**src/rtl/cpu_pkg.sv**
```systemverilog
`default_nettype none

package cpu_pkg;

	localparam int DATA_W     = 32;
	localparam int REG_ADDR_W = 5;
	localparam int IMM14_W    = 14;
	localparam int IMM24_W    = 24;

	// Instruction field positions, both immediates start at bit 0
	localparam int OPCODE_HI = 30;
	localparam int OPCODE_LO = 25;
	localparam int RT_HI     = 24;
	localparam int RT_LO     = 20;
	localparam int RA_HI     = 19;
	localparam int RA_LO     = 15;
	localparam int RB_HI     = 14;
	localparam int RB_LO     = 10;
	localparam int SUB_HI    = 4;
	localparam int SUB_LO    = 0;

	typedef enum logic [5:0] {
		OP_NOP  = 6'h00,
		OP_LWI  = 6'h02,
		OP_SWI  = 6'h0a,
		OP_ALU  = 6'h20,
		OP_MOVI = 6'h22,
		OP_ADDI = 6'h28
	} opcode_e;

	typedef enum logic [4:0] {
		SUB_ADD = 5'h00,
		SUB_SUB = 5'h01,
		SUB_AND = 5'h02,
		SUB_XOR = 5'h03,
		SUB_OR  = 5'h04
	} sub_op_e;

	typedef enum logic [2:0] {ALU_ADD, ALU_SUB, ALU_AND, ALU_OR, ALU_XOR} alu_op_e;

	typedef enum logic [1:0] {WB_ALU, WB_MEM, WB_IMM} wb_sel_e;

	// NOP is opcode zero with every other field zero
	localparam logic [DATA_W-1:0] NOP_WORD = 32'h0000_0000;

endpackage

`default_nettype wire

```
**src/rtl/mem_bus_if.sv**
```systemverilog
`timescale 1ns/1ps
`default_nettype none

interface mem_bus_if #(
	parameter int ADDR_W = 16
);
	import cpu_pkg::*;

	logic              req;
	logic              we;
	logic [ADDR_W-1:0] addr;
	logic [DATA_W-1:0] wdata;
	logic [DATA_W-1:0] rdata;
	logic              gnt;

	modport manager (
		output req, we, addr, wdata,
		input  rdata, gnt
	);

	modport arbiter (
		input  req, we, addr, wdata,
		output rdata, gnt
	);

endinterface

`default_nettype wire

```
**src/rtl/fetch_unit.sv**
```systemverilog
`timescale 1ns/1ps
`default_nettype none

module fetch_unit #(
	parameter int ADDR_W = 16
) (
	input  wire                         clock,
	input  wire                         rst_n,
	mem_bus_if.manager                  fetch_bus,
	output logic [cpu_pkg::DATA_W-1:0] instruction
);
	import cpu_pkg::*;

	logic [ADDR_W-1:0] pc;
	logic              fetch_en;

	// The first request goes out one edge after reset is released
	always_ff @(posedge clock or negedge rst_n) begin
		if (!rst_n) begin
			pc       <= '0;
			fetch_en <= 1'b0;
		end else begin
			fetch_en <= 1'b1;
			if (fetch_bus.gnt)
				pc <= pc + ADDR_W'(4);
		end
	end

	assign fetch_bus.req   = fetch_en;
	assign fetch_bus.we    = 1'b0;
	assign fetch_bus.addr  = pc;
	assign fetch_bus.wdata = '0;

	// A lost slot becomes a bubble and the same PC is asked for again
	assign instruction = fetch_bus.gnt ? fetch_bus.rdata : NOP_WORD;

endmodule

`default_nettype wire

```
**src/rtl/decoder.sv**
```systemverilog
`timescale 1ns/1ps
`default_nettype none

module decoder (
	input  wire  [cpu_pkg::DATA_W-1:0]     instruction,
	output cpu_pkg::opcode_e               opcode,
	output cpu_pkg::alu_op_e               alu_op,
	output logic [cpu_pkg::REG_ADDR_W-1:0] rt,
	output logic [cpu_pkg::REG_ADDR_W-1:0] ra,
	output logic [cpu_pkg::REG_ADDR_W-1:0] rb,
	output logic [cpu_pkg::DATA_W-1:0]     imm_extend,
	output logic                           use_imm,
	output cpu_pkg::wb_sel_e               wb_sel,
	output logic                           do_dm_read,
	output logic                           do_dm_write,
	output logic                           do_reg_write
);
	import cpu_pkg::*;

	logic [5:0]         op_raw;
	logic [4:0]         sub_raw;
	logic [IMM14_W-1:0] imm14;
	logic [IMM24_W-1:0] imm24;

	assign op_raw  = instruction[OPCODE_HI:OPCODE_LO];
	assign sub_raw = instruction[SUB_HI:SUB_LO];
	assign imm14   = instruction[IMM14_W-1:0];
	assign imm24   = instruction[IMM24_W-1:0];

	assign rt = instruction[RT_HI:RT_LO];
	assign ra = instruction[RA_HI:RA_LO];
	assign rb = instruction[RB_HI:RB_LO];

	always_comb begin
		opcode       = OP_NOP;
		alu_op       = ALU_ADD;
		use_imm      = 1'b0;
		wb_sel       = WB_ALU;
		do_dm_read   = 1'b0;
		do_dm_write  = 1'b0;
		do_reg_write = 1'b0;
		imm_extend   = {{(DATA_W-IMM14_W){imm14[IMM14_W-1]}}, imm14};
		case (op_raw)
			OP_ALU: begin
				opcode       = OP_ALU;
				do_reg_write = 1'b1;
				case (sub_raw)
					SUB_ADD: alu_op = ALU_ADD;
					SUB_SUB: alu_op = ALU_SUB;
					SUB_AND: alu_op = ALU_AND;
					SUB_OR:  alu_op = ALU_OR;
					SUB_XOR: alu_op = ALU_XOR;
					// Unknown sub-opcodes do nothing
					default: do_reg_write = 1'b0;
				endcase
			end
			OP_ADDI: begin
				opcode       = OP_ADDI;
				use_imm      = 1'b1;
				do_reg_write = 1'b1;
			end
			OP_MOVI: begin
				opcode       = OP_MOVI;
				wb_sel       = WB_IMM;
				imm_extend   = {{(DATA_W-IMM24_W){imm24[IMM24_W-1]}}, imm24};
				do_reg_write = 1'b1;
			end
			OP_LWI: begin
				opcode       = OP_LWI;
				use_imm      = 1'b1;
				wb_sel       = WB_MEM;
				do_dm_read   = 1'b1;
				do_reg_write = 1'b1;
			end
			OP_SWI: begin
				opcode      = OP_SWI;
				use_imm     = 1'b1;
				do_dm_write = 1'b1;
			end
			default: opcode = OP_NOP;
		endcase
	end

endmodule

`default_nettype wire

```
**src/rtl/regfile.sv**
```systemverilog
`timescale 1ns/1ps
`default_nettype none

module regfile (
	input  wire                            clock,
	input  wire                            rst_n,
	input  wire  [cpu_pkg::REG_ADDR_W-1:0] ra_addr,
	input  wire  [cpu_pkg::REG_ADDR_W-1:0] rb_addr,
	input  wire                            write_en,
	input  wire  [cpu_pkg::REG_ADDR_W-1:0] write_addr,
	input  wire  [cpu_pkg::DATA_W-1:0]     write_data,
	output logic [cpu_pkg::DATA_W-1:0]     ra_data,
	output logic [cpu_pkg::DATA_W-1:0]     rb_data
);
	import cpu_pkg::*;

	logic [DATA_W-1:0] regs [2**REG_ADDR_W];

	// A register being written this cycle reads as its new value
	function automatic logic [DATA_W-1:0] read_port(input logic [REG_ADDR_W-1:0] addr);
		if (addr == '0)
			return '0;
		if (write_en && write_addr == addr)
			return write_data;
		return regs[addr];
	endfunction

	always_ff @(posedge clock or negedge rst_n) begin
		if (!rst_n) begin
			for (int i = 0; i < 2**REG_ADDR_W; i++)
				regs[i] <= '0;
		end else if (write_en && write_addr != '0) begin
			regs[write_addr] <= write_data;
		end
	end

	always_comb begin
		ra_data = read_port(ra_addr);
		rb_data = read_port(rb_addr);
	end

endmodule

`default_nettype wire

```
**src/rtl/alu.sv**
```systemverilog
`timescale 1ns/1ps
`default_nettype none

module alu (
	input  cpu_pkg::alu_op_e           alu_op,
	input  wire  [cpu_pkg::DATA_W-1:0] src1,
	input  wire  [cpu_pkg::DATA_W-1:0] src2,
	output logic [cpu_pkg::DATA_W-1:0] result,
	output logic                       overflow
);
	import cpu_pkg::*;

	localparam int MSB = DATA_W - 1;

	always_comb begin
		overflow = 1'b0;
		case (alu_op)
			ALU_ADD: begin
				result   = src1 + src2;
				overflow = (src1[MSB] == src2[MSB]) && (result[MSB] != src1[MSB]);
			end
			ALU_SUB: begin
				result   = src1 - src2;
				overflow = (src1[MSB] != src2[MSB]) && (result[MSB] != src1[MSB]);
			end
			ALU_AND: result = src1 & src2;
			ALU_OR:  result = src1 | src2;
			ALU_XOR: result = src1 ^ src2;
			default: result = src1 + src2;
		endcase
	end

endmodule

`default_nettype wire

```
**src/rtl/regwalls.sv**
```systemverilog
`timescale 1ns/1ps
`default_nettype none

module regwalls (
	input  wire                            clock,
	input  wire                            rst_n,

	input  wire  [cpu_pkg::DATA_W-1:0]     if_instruction,
	output logic [cpu_pkg::DATA_W-1:0]     id_instruction,

	input  wire  [cpu_pkg::DATA_W-1:0]     id_ra_data,
	input  wire  [cpu_pkg::DATA_W-1:0]     id_src2,
	input  cpu_pkg::alu_op_e               id_alu_op,
	output logic [cpu_pkg::DATA_W-1:0]     ex_ra_data,
	output logic [cpu_pkg::DATA_W-1:0]     ex_src2,
	output cpu_pkg::alu_op_e               ex_alu_op,

	input  cpu_pkg::wb_sel_e               id_wb_sel,
	input  wire  [cpu_pkg::DATA_W-1:0]     id_imm_extend,
	input  wire  [cpu_pkg::DATA_W-1:0]     id_store_data,
	output cpu_pkg::wb_sel_e               ma_wb_sel,
	output logic [cpu_pkg::DATA_W-1:0]     ma_imm_extend,
	output logic [cpu_pkg::DATA_W-1:0]     ma_store_data,

	input  wire  [cpu_pkg::REG_ADDR_W-1:0] id_write_addr,
	input  wire                            id_do_dm_read,
	input  wire                            id_do_dm_write,
	input  wire                            id_do_reg_write,
	output logic [cpu_pkg::REG_ADDR_W-1:0] wb_write_addr,
	output logic                           ma_do_dm_read,
	output logic                           ma_do_dm_write,
	output logic                           wb_do_reg_write,

	input  wire  [cpu_pkg::DATA_W-1:0]     ex_alu_result,
	input  wire                            ex_overflow,
	output logic [cpu_pkg::DATA_W-1:0]     ma_alu_result,
	output logic                           ma_overflow,

	input  wire  [cpu_pkg::DATA_W-1:0]     ma_write_data,
	output logic [cpu_pkg::DATA_W-1:0]     wb_write_data
);
	import cpu_pkg::*;

	// Values that wait in a middle wall before reaching their stage
	logic [REG_ADDR_W-1:0] ex_write_addr;
	logic [REG_ADDR_W-1:0] ma_write_addr;
	logic                  ex_do_dm_read;
	logic                  ex_do_dm_write;
	logic                  ex_do_reg_write;
	logic                  ma_do_reg_write;
	wb_sel_e               ex_wb_sel;
	logic [DATA_W-1:0]     ex_imm_extend;
	logic [DATA_W-1:0]     ex_store_data;

	always_ff @(negedge clock or negedge rst_n) begin
		if (!rst_n) begin
			id_instruction  <= NOP_WORD;
			ex_do_dm_read   <= 1'b0;
			ex_do_dm_write  <= 1'b0;
			ex_do_reg_write <= 1'b0;
			ma_do_dm_read   <= 1'b0;
			ma_do_dm_write  <= 1'b0;
			ma_do_reg_write <= 1'b0;
			wb_do_reg_write <= 1'b0;
			ma_overflow     <= 1'b0;
		end else begin
			id_instruction  <= if_instruction;
			ex_do_dm_read   <= id_do_dm_read;
			ex_do_dm_write  <= id_do_dm_write;
			ex_do_reg_write <= id_do_reg_write;
			ma_do_dm_read   <= ex_do_dm_read;
			ma_do_dm_write  <= ex_do_dm_write;
			ma_do_reg_write <= ex_do_reg_write;
			wb_do_reg_write <= ma_do_reg_write;
			ma_overflow     <= ex_overflow;
		end
	end

	always_ff @(negedge clock) begin
		ex_ra_data    <= id_ra_data;
		ex_src2       <= id_src2;
		ex_alu_op     <= id_alu_op;
		ex_wb_sel     <= id_wb_sel;
		ma_wb_sel     <= ex_wb_sel;
		ex_imm_extend <= id_imm_extend;
		ma_imm_extend <= ex_imm_extend;
		ex_store_data <= id_store_data;
		ma_store_data <= ex_store_data;
		ex_write_addr <= id_write_addr;
		ma_write_addr <= ex_write_addr;
		wb_write_addr <= ma_write_addr;
		ma_alu_result <= ex_alu_result;
		wb_write_data <= ma_write_data;
	end

	// The memory stage never carries a load and a store at once
	a_dm_exclusive: assert property (@(posedge clock) disable iff (!rst_n)
		!(ma_do_dm_read && ma_do_dm_write));

endmodule

`default_nettype wire

```
**src/rtl/mem_arbiter.sv**
```systemverilog
`timescale 1ns/1ps
`default_nettype none

module mem_arbiter #(
	parameter int ADDR_W = 16
) (
	input  wire                         clock,
	input  wire                         rst_n,
	mem_bus_if.arbiter                  fetch_bus,
	mem_bus_if.arbiter                  data_bus,
	output logic                        mem_req,
	output logic                        mem_we,
	output logic [ADDR_W-1:0]           mem_addr,
	output logic [cpu_pkg::DATA_W-1:0] mem_wdata,
	input  wire  [cpu_pkg::DATA_W-1:0] mem_rdata
);

	// Data accesses always win and fetch only gets an idle bus
	assign data_bus.gnt  = data_bus.req;
	assign fetch_bus.gnt = fetch_bus.req && !data_bus.req;

	assign mem_req   = data_bus.gnt || fetch_bus.gnt;
	assign mem_we    = data_bus.gnt ? data_bus.we : (fetch_bus.gnt && fetch_bus.we);
	assign mem_addr  = data_bus.gnt ? data_bus.addr : fetch_bus.addr;
	assign mem_wdata = data_bus.gnt ? data_bus.wdata : fetch_bus.wdata;

	// The memory answers in the same cycle so both sides see the same read bus
	assign fetch_bus.rdata = mem_rdata;
	assign data_bus.rdata  = mem_rdata;

	// A fetch that loses the bus asks for the same word in the next cycle
	a_fetch_retry: assert property (@(posedge clock) disable iff (!rst_n)
		fetch_bus.req && !fetch_bus.gnt |=> fetch_bus.req && $stable(fetch_bus.addr));

	// The fetch side only ever reads
	a_fetch_read_only: assert property (@(posedge clock) disable iff (!rst_n)
		fetch_bus.req |-> !fetch_bus.we);

endmodule

`default_nettype wire

```
**src/rtl/cpu_top.sv**
```systemverilog
`timescale 1ns/1ps
`default_nettype none

module cpu_top #(
	parameter int ADDR_W = 16
) (
	input  wire                         clock,
	input  wire                         rst_n,
	output logic                        mem_req,
	output logic                        mem_we,
	output logic [ADDR_W-1:0]           mem_addr,
	output logic [cpu_pkg::DATA_W-1:0] mem_wdata,
	input  wire  [cpu_pkg::DATA_W-1:0] mem_rdata,
	output logic                        alu_overflow
);
	import cpu_pkg::*;

	mem_bus_if #(.ADDR_W(ADDR_W)) fetch_bus ();
	mem_bus_if #(.ADDR_W(ADDR_W)) data_bus ();

	logic [DATA_W-1:0]     if_instruction;
	logic [DATA_W-1:0]     id_instruction;

	opcode_e               id_opcode;
	alu_op_e               id_alu_op;
	logic [REG_ADDR_W-1:0] id_rt;
	logic [REG_ADDR_W-1:0] id_ra;
	logic [REG_ADDR_W-1:0] id_rb;
	logic [REG_ADDR_W-1:0] id_rb_addr;
	logic [DATA_W-1:0]     id_imm_extend;
	logic                  id_use_imm;
	wb_sel_e               id_wb_sel;
	logic                  id_do_dm_read;
	logic                  id_do_dm_write;
	logic                  id_do_reg_write;
	logic [DATA_W-1:0]     id_ra_data;
	logic [DATA_W-1:0]     id_rb_data;
	logic [DATA_W-1:0]     id_src2;

	logic [DATA_W-1:0]     ex_ra_data;
	logic [DATA_W-1:0]     ex_src2;
	alu_op_e               ex_alu_op;
	logic [DATA_W-1:0]     ex_alu_result;
	logic                  ex_overflow;

	wb_sel_e               ma_wb_sel;
	logic [DATA_W-1:0]     ma_imm_extend;
	logic [DATA_W-1:0]     ma_store_data;
	logic                  ma_do_dm_read;
	logic                  ma_do_dm_write;
	logic [DATA_W-1:0]     ma_alu_result;
	logic [DATA_W-1:0]     ma_write_data;

	logic [REG_ADDR_W-1:0] wb_write_addr;
	logic                  wb_do_reg_write;
	logic [DATA_W-1:0]     wb_write_data;

	fetch_unit #(.ADDR_W(ADDR_W)) i_fetch_unit (
		.clock       (clock),
		.rst_n       (rst_n),
		.fetch_bus   (fetch_bus.manager),
		.instruction (if_instruction)
	);

	decoder i_decoder (
		.instruction  (id_instruction),
		.opcode       (id_opcode),
		.alu_op       (id_alu_op),
		.rt           (id_rt),
		.ra           (id_ra),
		.rb           (id_rb),
		.imm_extend   (id_imm_extend),
		.use_imm      (id_use_imm),
		.wb_sel       (id_wb_sel),
		.do_dm_read   (id_do_dm_read),
		.do_dm_write  (id_do_dm_write),
		.do_reg_write (id_do_reg_write)
	);

	// A store reads its data register through the second port
	assign id_rb_addr = (id_opcode == OP_SWI) ? id_rt : id_rb;

	regfile i_regfile (
		.clock      (clock),
		.rst_n      (rst_n),
		.ra_addr    (id_ra),
		.rb_addr    (id_rb_addr),
		.write_en   (wb_do_reg_write),
		.write_addr (wb_write_addr),
		.write_data (wb_write_data),
		.ra_data    (id_ra_data),
		.rb_data    (id_rb_data)
	);

	assign id_src2 = id_use_imm ? id_imm_extend : id_rb_data;

	regwalls i_regwalls (
		.clock           (clock),
		.rst_n           (rst_n),
		.if_instruction  (if_instruction),
		.id_instruction  (id_instruction),
		.id_ra_data      (id_ra_data),
		.id_src2         (id_src2),
		.id_alu_op       (id_alu_op),
		.ex_ra_data      (ex_ra_data),
		.ex_src2         (ex_src2),
		.ex_alu_op       (ex_alu_op),
		.id_wb_sel       (id_wb_sel),
		.id_imm_extend   (id_imm_extend),
		.id_store_data   (id_rb_data),
		.ma_wb_sel       (ma_wb_sel),
		.ma_imm_extend   (ma_imm_extend),
		.ma_store_data   (ma_store_data),
		.id_write_addr   (id_rt),
		.id_do_dm_read   (id_do_dm_read),
		.id_do_dm_write  (id_do_dm_write),
		.id_do_reg_write (id_do_reg_write),
		.wb_write_addr   (wb_write_addr),
		.ma_do_dm_read   (ma_do_dm_read),
		.ma_do_dm_write  (ma_do_dm_write),
		.wb_do_reg_write (wb_do_reg_write),
		.ex_alu_result   (ex_alu_result),
		.ex_overflow     (ex_overflow),
		.ma_alu_result   (ma_alu_result),
		.ma_overflow     (alu_overflow),
		.ma_write_data   (ma_write_data),
		.wb_write_data   (wb_write_data)
	);

	alu i_alu (
		.alu_op   (ex_alu_op),
		.src1     (ex_ra_data),
		.src2     (ex_src2),
		.result   (ex_alu_result),
		.overflow (ex_overflow)
	);

	// Memory stage requester, the ALU result is the byte address
	assign data_bus.req   = ma_do_dm_read || ma_do_dm_write;
	assign data_bus.we    = ma_do_dm_write;
	assign data_bus.addr  = ma_alu_result[ADDR_W-1:0];
	assign data_bus.wdata = ma_store_data;

	assign ma_write_data = (ma_wb_sel == WB_MEM) ? data_bus.rdata :
		(ma_wb_sel == WB_IMM) ? ma_imm_extend : ma_alu_result;

	mem_arbiter #(.ADDR_W(ADDR_W)) i_mem_arbiter (
		.clock     (clock),
		.rst_n     (rst_n),
		.fetch_bus (fetch_bus.arbiter),
		.data_bus  (data_bus.arbiter),
		.mem_req   (mem_req),
		.mem_we    (mem_we),
		.mem_addr  (mem_addr),
		.mem_wdata (mem_wdata),
		.mem_rdata (mem_rdata)
	);

endmodule

`default_nettype wire

```
**config.mk**
```make
export PLATFORM = sky130hd
export DESIGN_NAME = cpu_top
export DESIGN_NICKNAME = d
export VERILOG_FILES = /design/src/rtl/cpu_pkg.sv /design/src/rtl/mem_bus_if.sv /design/src/rtl/fetch_unit.sv /design/src/rtl/decoder.sv /design/src/rtl/regfile.sv /design/src/rtl/alu.sv /design/src/rtl/regwalls.sv /design/src/rtl/mem_arbiter.sv /design/src/rtl/cpu_top.sv
export SDC_FILE = /design/constraint.sdc
export NUM_CORES = 2
export LEC_CHECK = 0
export ABC_AREA = 0
export BUFFER_PORTS_ARGS = -buffer_cell sky130_fd_sc_hd__buf_4
export CAP_MARGIN = 30
export CORE_ASPECT_RATIO = 0.5
export CORE_MARGIN = 1
export CORE_UTILIZATION = 63
export CTS_CLUSTER_DIAMETER = 100
export DETAILED_ROUTE_END_ITERATION = 16
export PLACE_DENSITY_LB_ADDON = 0.08
export SYNTH_ARGS = -nofsm -noshare
export SYNTH_HDL_FRONTEND = slang
export SYNTH_SLANG_ARGS = --single-unit
```
**constraint.sdc**
```tcl
create_clock -name clock -period 5.19 [get_ports clock]
set_input_delay 1.038 -clock clock [delete_from_list [all_inputs] [get_ports clock]]
set_output_delay 1.038 -clock clock [all_outputs]
set_load 0.02 [all_outputs]
```
==> flow_summary.toml <==
[cells_and_area]
drive_gt1_share_pct = 31.9
fin_area_mm2 = 0.0783
synthToLayoutAreaGrowth_pct = 11.7
nFillCells = 7904
nNetsFinal = 6312

[timing]
finClkSkew_ns = 0.105
setup_ws_ns = -0.347
worst_slew_pin_slew_ns = 1.21
slew_headroom_pct = 19.0
setup_viol = 49
slew_violations = 0
rsz0062_at_grt = "yes"
finalHoldViolations = 0

[synthesis]
ys.flop_type = "dfrtp_1"
synth.avg_cell_area_um2 = 11.6
synth.top_cell.area_share_pct = 37.1
ys_ff_latch = 1340
syn-num-nets = 6196
synthArstFlopShare_pct = 80.4
yosysWarnings = 0
syn_area_mm2 = 0.0701
netlist_top_cells_count = "dfrtp_1 (1,039), mux2_2 (1,026), nand2_1 (777)"
yosysMostFrequentCell = "dfrtp_1"
ys_seq_area_share_pct = 46.0
yosysTopAreaCell = "dfrtp_1"
yosys.cell_types.count = 89
synth_cells = 6064
synth_edf_count = 0
synth.area.top_cells = "dfrtp_1 (37%), mux2_2 (16%), mux4_2 (11%), dfxtp_1 (7.5%), nand2_1 (4.2%)"

[global_route]
antenna_found_initial = 11
grt-ovfl-total = 0
gr-usage-all-layers_pct = 42.7
grt_pass1_vias = 53108
grt_max_degree = 190
grt_pass1_wl_um = 354000

[critical_path]
critical_path.startpoint_type = "flop"
critPathBufInv = 2
critPathMaxFanout = 16
path_class = "flop to output pin"
cp_slowest_stage_delay_ns = 0.39
required_ns = 4.15
crit_arrival_ns = 4.50
startpoint = "i_regwalls.ma_do_dm_read"
worst_setup_path_end_kind = "output pin"
crit_path_top_delay_cell = "dfrtn_1"
crit_family = "flip-flops"
crit_chain = "nor2_4, buf_12, mux2_2, buf_4"
r2r-start = "i_regfile.regs[217]"

[placement]
place_congestion = 0.964
preCtsSetupSlack_ns = 0.302
port_buffers = 84
dpl.hpwl_um = 147000
placed_area_mm2 = 0.0728

[cts]
cts.sinks = 1340
root_buffer = "clkbuf_16"
clock_path_buffers = 3
cts_tree = "done"
clk_transition_reported_paths_ns = 0.05
clk_latency_ns = 0.78
cts_buffers = 118
htreeDepth = 3

[detailed_routing]
viasPerCell = 6.97
dr.pass1.iters = 6
first_iter_violations = 7408
ant_nets = 0
drc = 0
routed_wl_um = 239000
vias = 54260
wl_per_cell_um = 30.7

[worst_hold_path]
min_from = "i_regwalls.ex_do_dm_write"
hold_class = "flop to flop"

[floorplanning]
die-width_um = 474
die_h_um = 238
ios = 85
initial_core_util_pct = 63.6
die_area_mm2 = 0.113
num_rows = 86
core_area_mm2 = 0.110

[power]
finalPower_mw = 28.1
powerDensity_mw_per_mm2 = 359
p_leak_nw = 35.9
vdd_drop_max_mv = 0.303

[job]
maxCapViolCount = 0

[outcome]
failed_checks = "setup timing"
run_status = "finished with violations"
-- flip-flops by register name, summed over array words and instances, names as in the netlist, 2 cells and up --
name,flops
i_regwalls.ex_store_data,32
i_regwalls.wb_write_data,32
i_regwalls.ma_imm_extend,24
i_regwalls.ex_ra_data,32
i_regwalls.ma_store_data,32
i_regwalls.id_instruction,31
i_regfile.regs,1024
i_regwalls.ex_alu_op,3
i_regwalls.ex_src2,32
i_regwalls.ma_write_addr,5
i_regwalls.ex_write_addr,5
i_fetch_unit.fetch_bus.addr,14
i_regwalls.ex_imm_extend,24
i_regwalls.wb_write_addr,5
i_regwalls.ma_wb_sel,2
i_regwalls.ma_alu_result,32
i_regwalls.ex_wb_sel,2
-- where the power goes --
group	switching (mW)	total (mW)	internal (mW)
logic	3.35	5.49	2.14
clock network	4.91	10.4	5.49
registers	0.800	12.2	11.4
-- per-layer routing --
layer,up-vias,routed length [um],GRT usage [%]
li1,22417,-,-
met1,27603,96200,61.4
met2,3526,101000,60.9
met3,710,30000,12.0
met4,4,11700,18.1
met5,-,27,0
-- cell type report --
type	instances	area, um2	share of cell area [%]
Antenna cell	4	10.0	0.0128
Inverter	106	398	0.508
Clock inverter	327	1640	2.09
Tap cell	1496	1870	2.39
Sequential cell	1340	32200	41.2
Multi-Input combinational cell	4024	35300	45.0
Clock buffer	160	3520	4.50
Timing Repair Buffer	328	3370	4.30
-- worst paths after layout --
check                                                   to  slack (ns)  depth (start not counted)
setup / recovery                               mem_addr[7]       -0.35                          4
hold / removal                   i_regwalls.ma_do_dm_write        0.30                          0
max in group asynchronous     i_regwalls.id_instruction[6]        1.81                          1
setup reg to reg                    i_regwalls.ex_src2[25]        0.34                          7
min in group asynchronous  i_fetch_unit.fetch_bus.addr[12]        0.33                          1
hold reg to reg                  i_regwalls.ma_do_dm_write        0.30                          0
-- cells by family after synthesis --
| family | count (synthesis) | synth area share [%] |
|---|---|---|
| AOI/OAI and AO/OA | 890 | 8.63 |
| adders and majority gates | 99 | 1.79 |
| muxes | 1490 | 29.4 |
| other | 1 | 0.00535 |
| buffers and inverters | 700 | 4.21 |
| DFF | 1340 | 46.0 |
| xor gates and xnor gates | 27 | 0.337 |
| and+or+nand+nor | 1517 | 9.65 |
-- cell usage in the layout (no fill, tap or decap), drive strengths merged, types with 113 or more instances in the layout --
master,synthesis,layout
a211oi,155,155
a21oi,209,209
and3,125,125
buf,197,327
clkbuf,396,161
dfrtp,1039,1039
dfxtp,262,262
inv,106,385
mux2,1027,1027
mux4,352,352
nand2,779,779
nand3,213,213
nor2,216,216
o21ai,113,113
-- repair_timing --
item,CTS,global route
setup endpoints to repair,49,49
hold endpoints to repair,0,0
hold buffers,0,0
resized for setup,12,20
buffers inserted,2,1
cloned,1,1
pin swaps,2,1
-- metrics by stage --
step | utilization [%] | hold WS (ns) | instances | setup TNS, ns
2_1_floorplan | - | 0.292 | 6064 | 0
3_3_place_gp | 66.0 | 0.295 | 7284 | 0
3_5_place_dp | 66.1 | 0.295 | 7287 | 0
4_1_cts | 70.9 | 0.268 | 7776 | -13.67
5_1_grt | 71.0 | 0.296 | 7782 | -16.63
6_report | 71.1 | 0.295 | 7785 | -13.84
No activity file was read; power rests on OpenSTA's default activity.
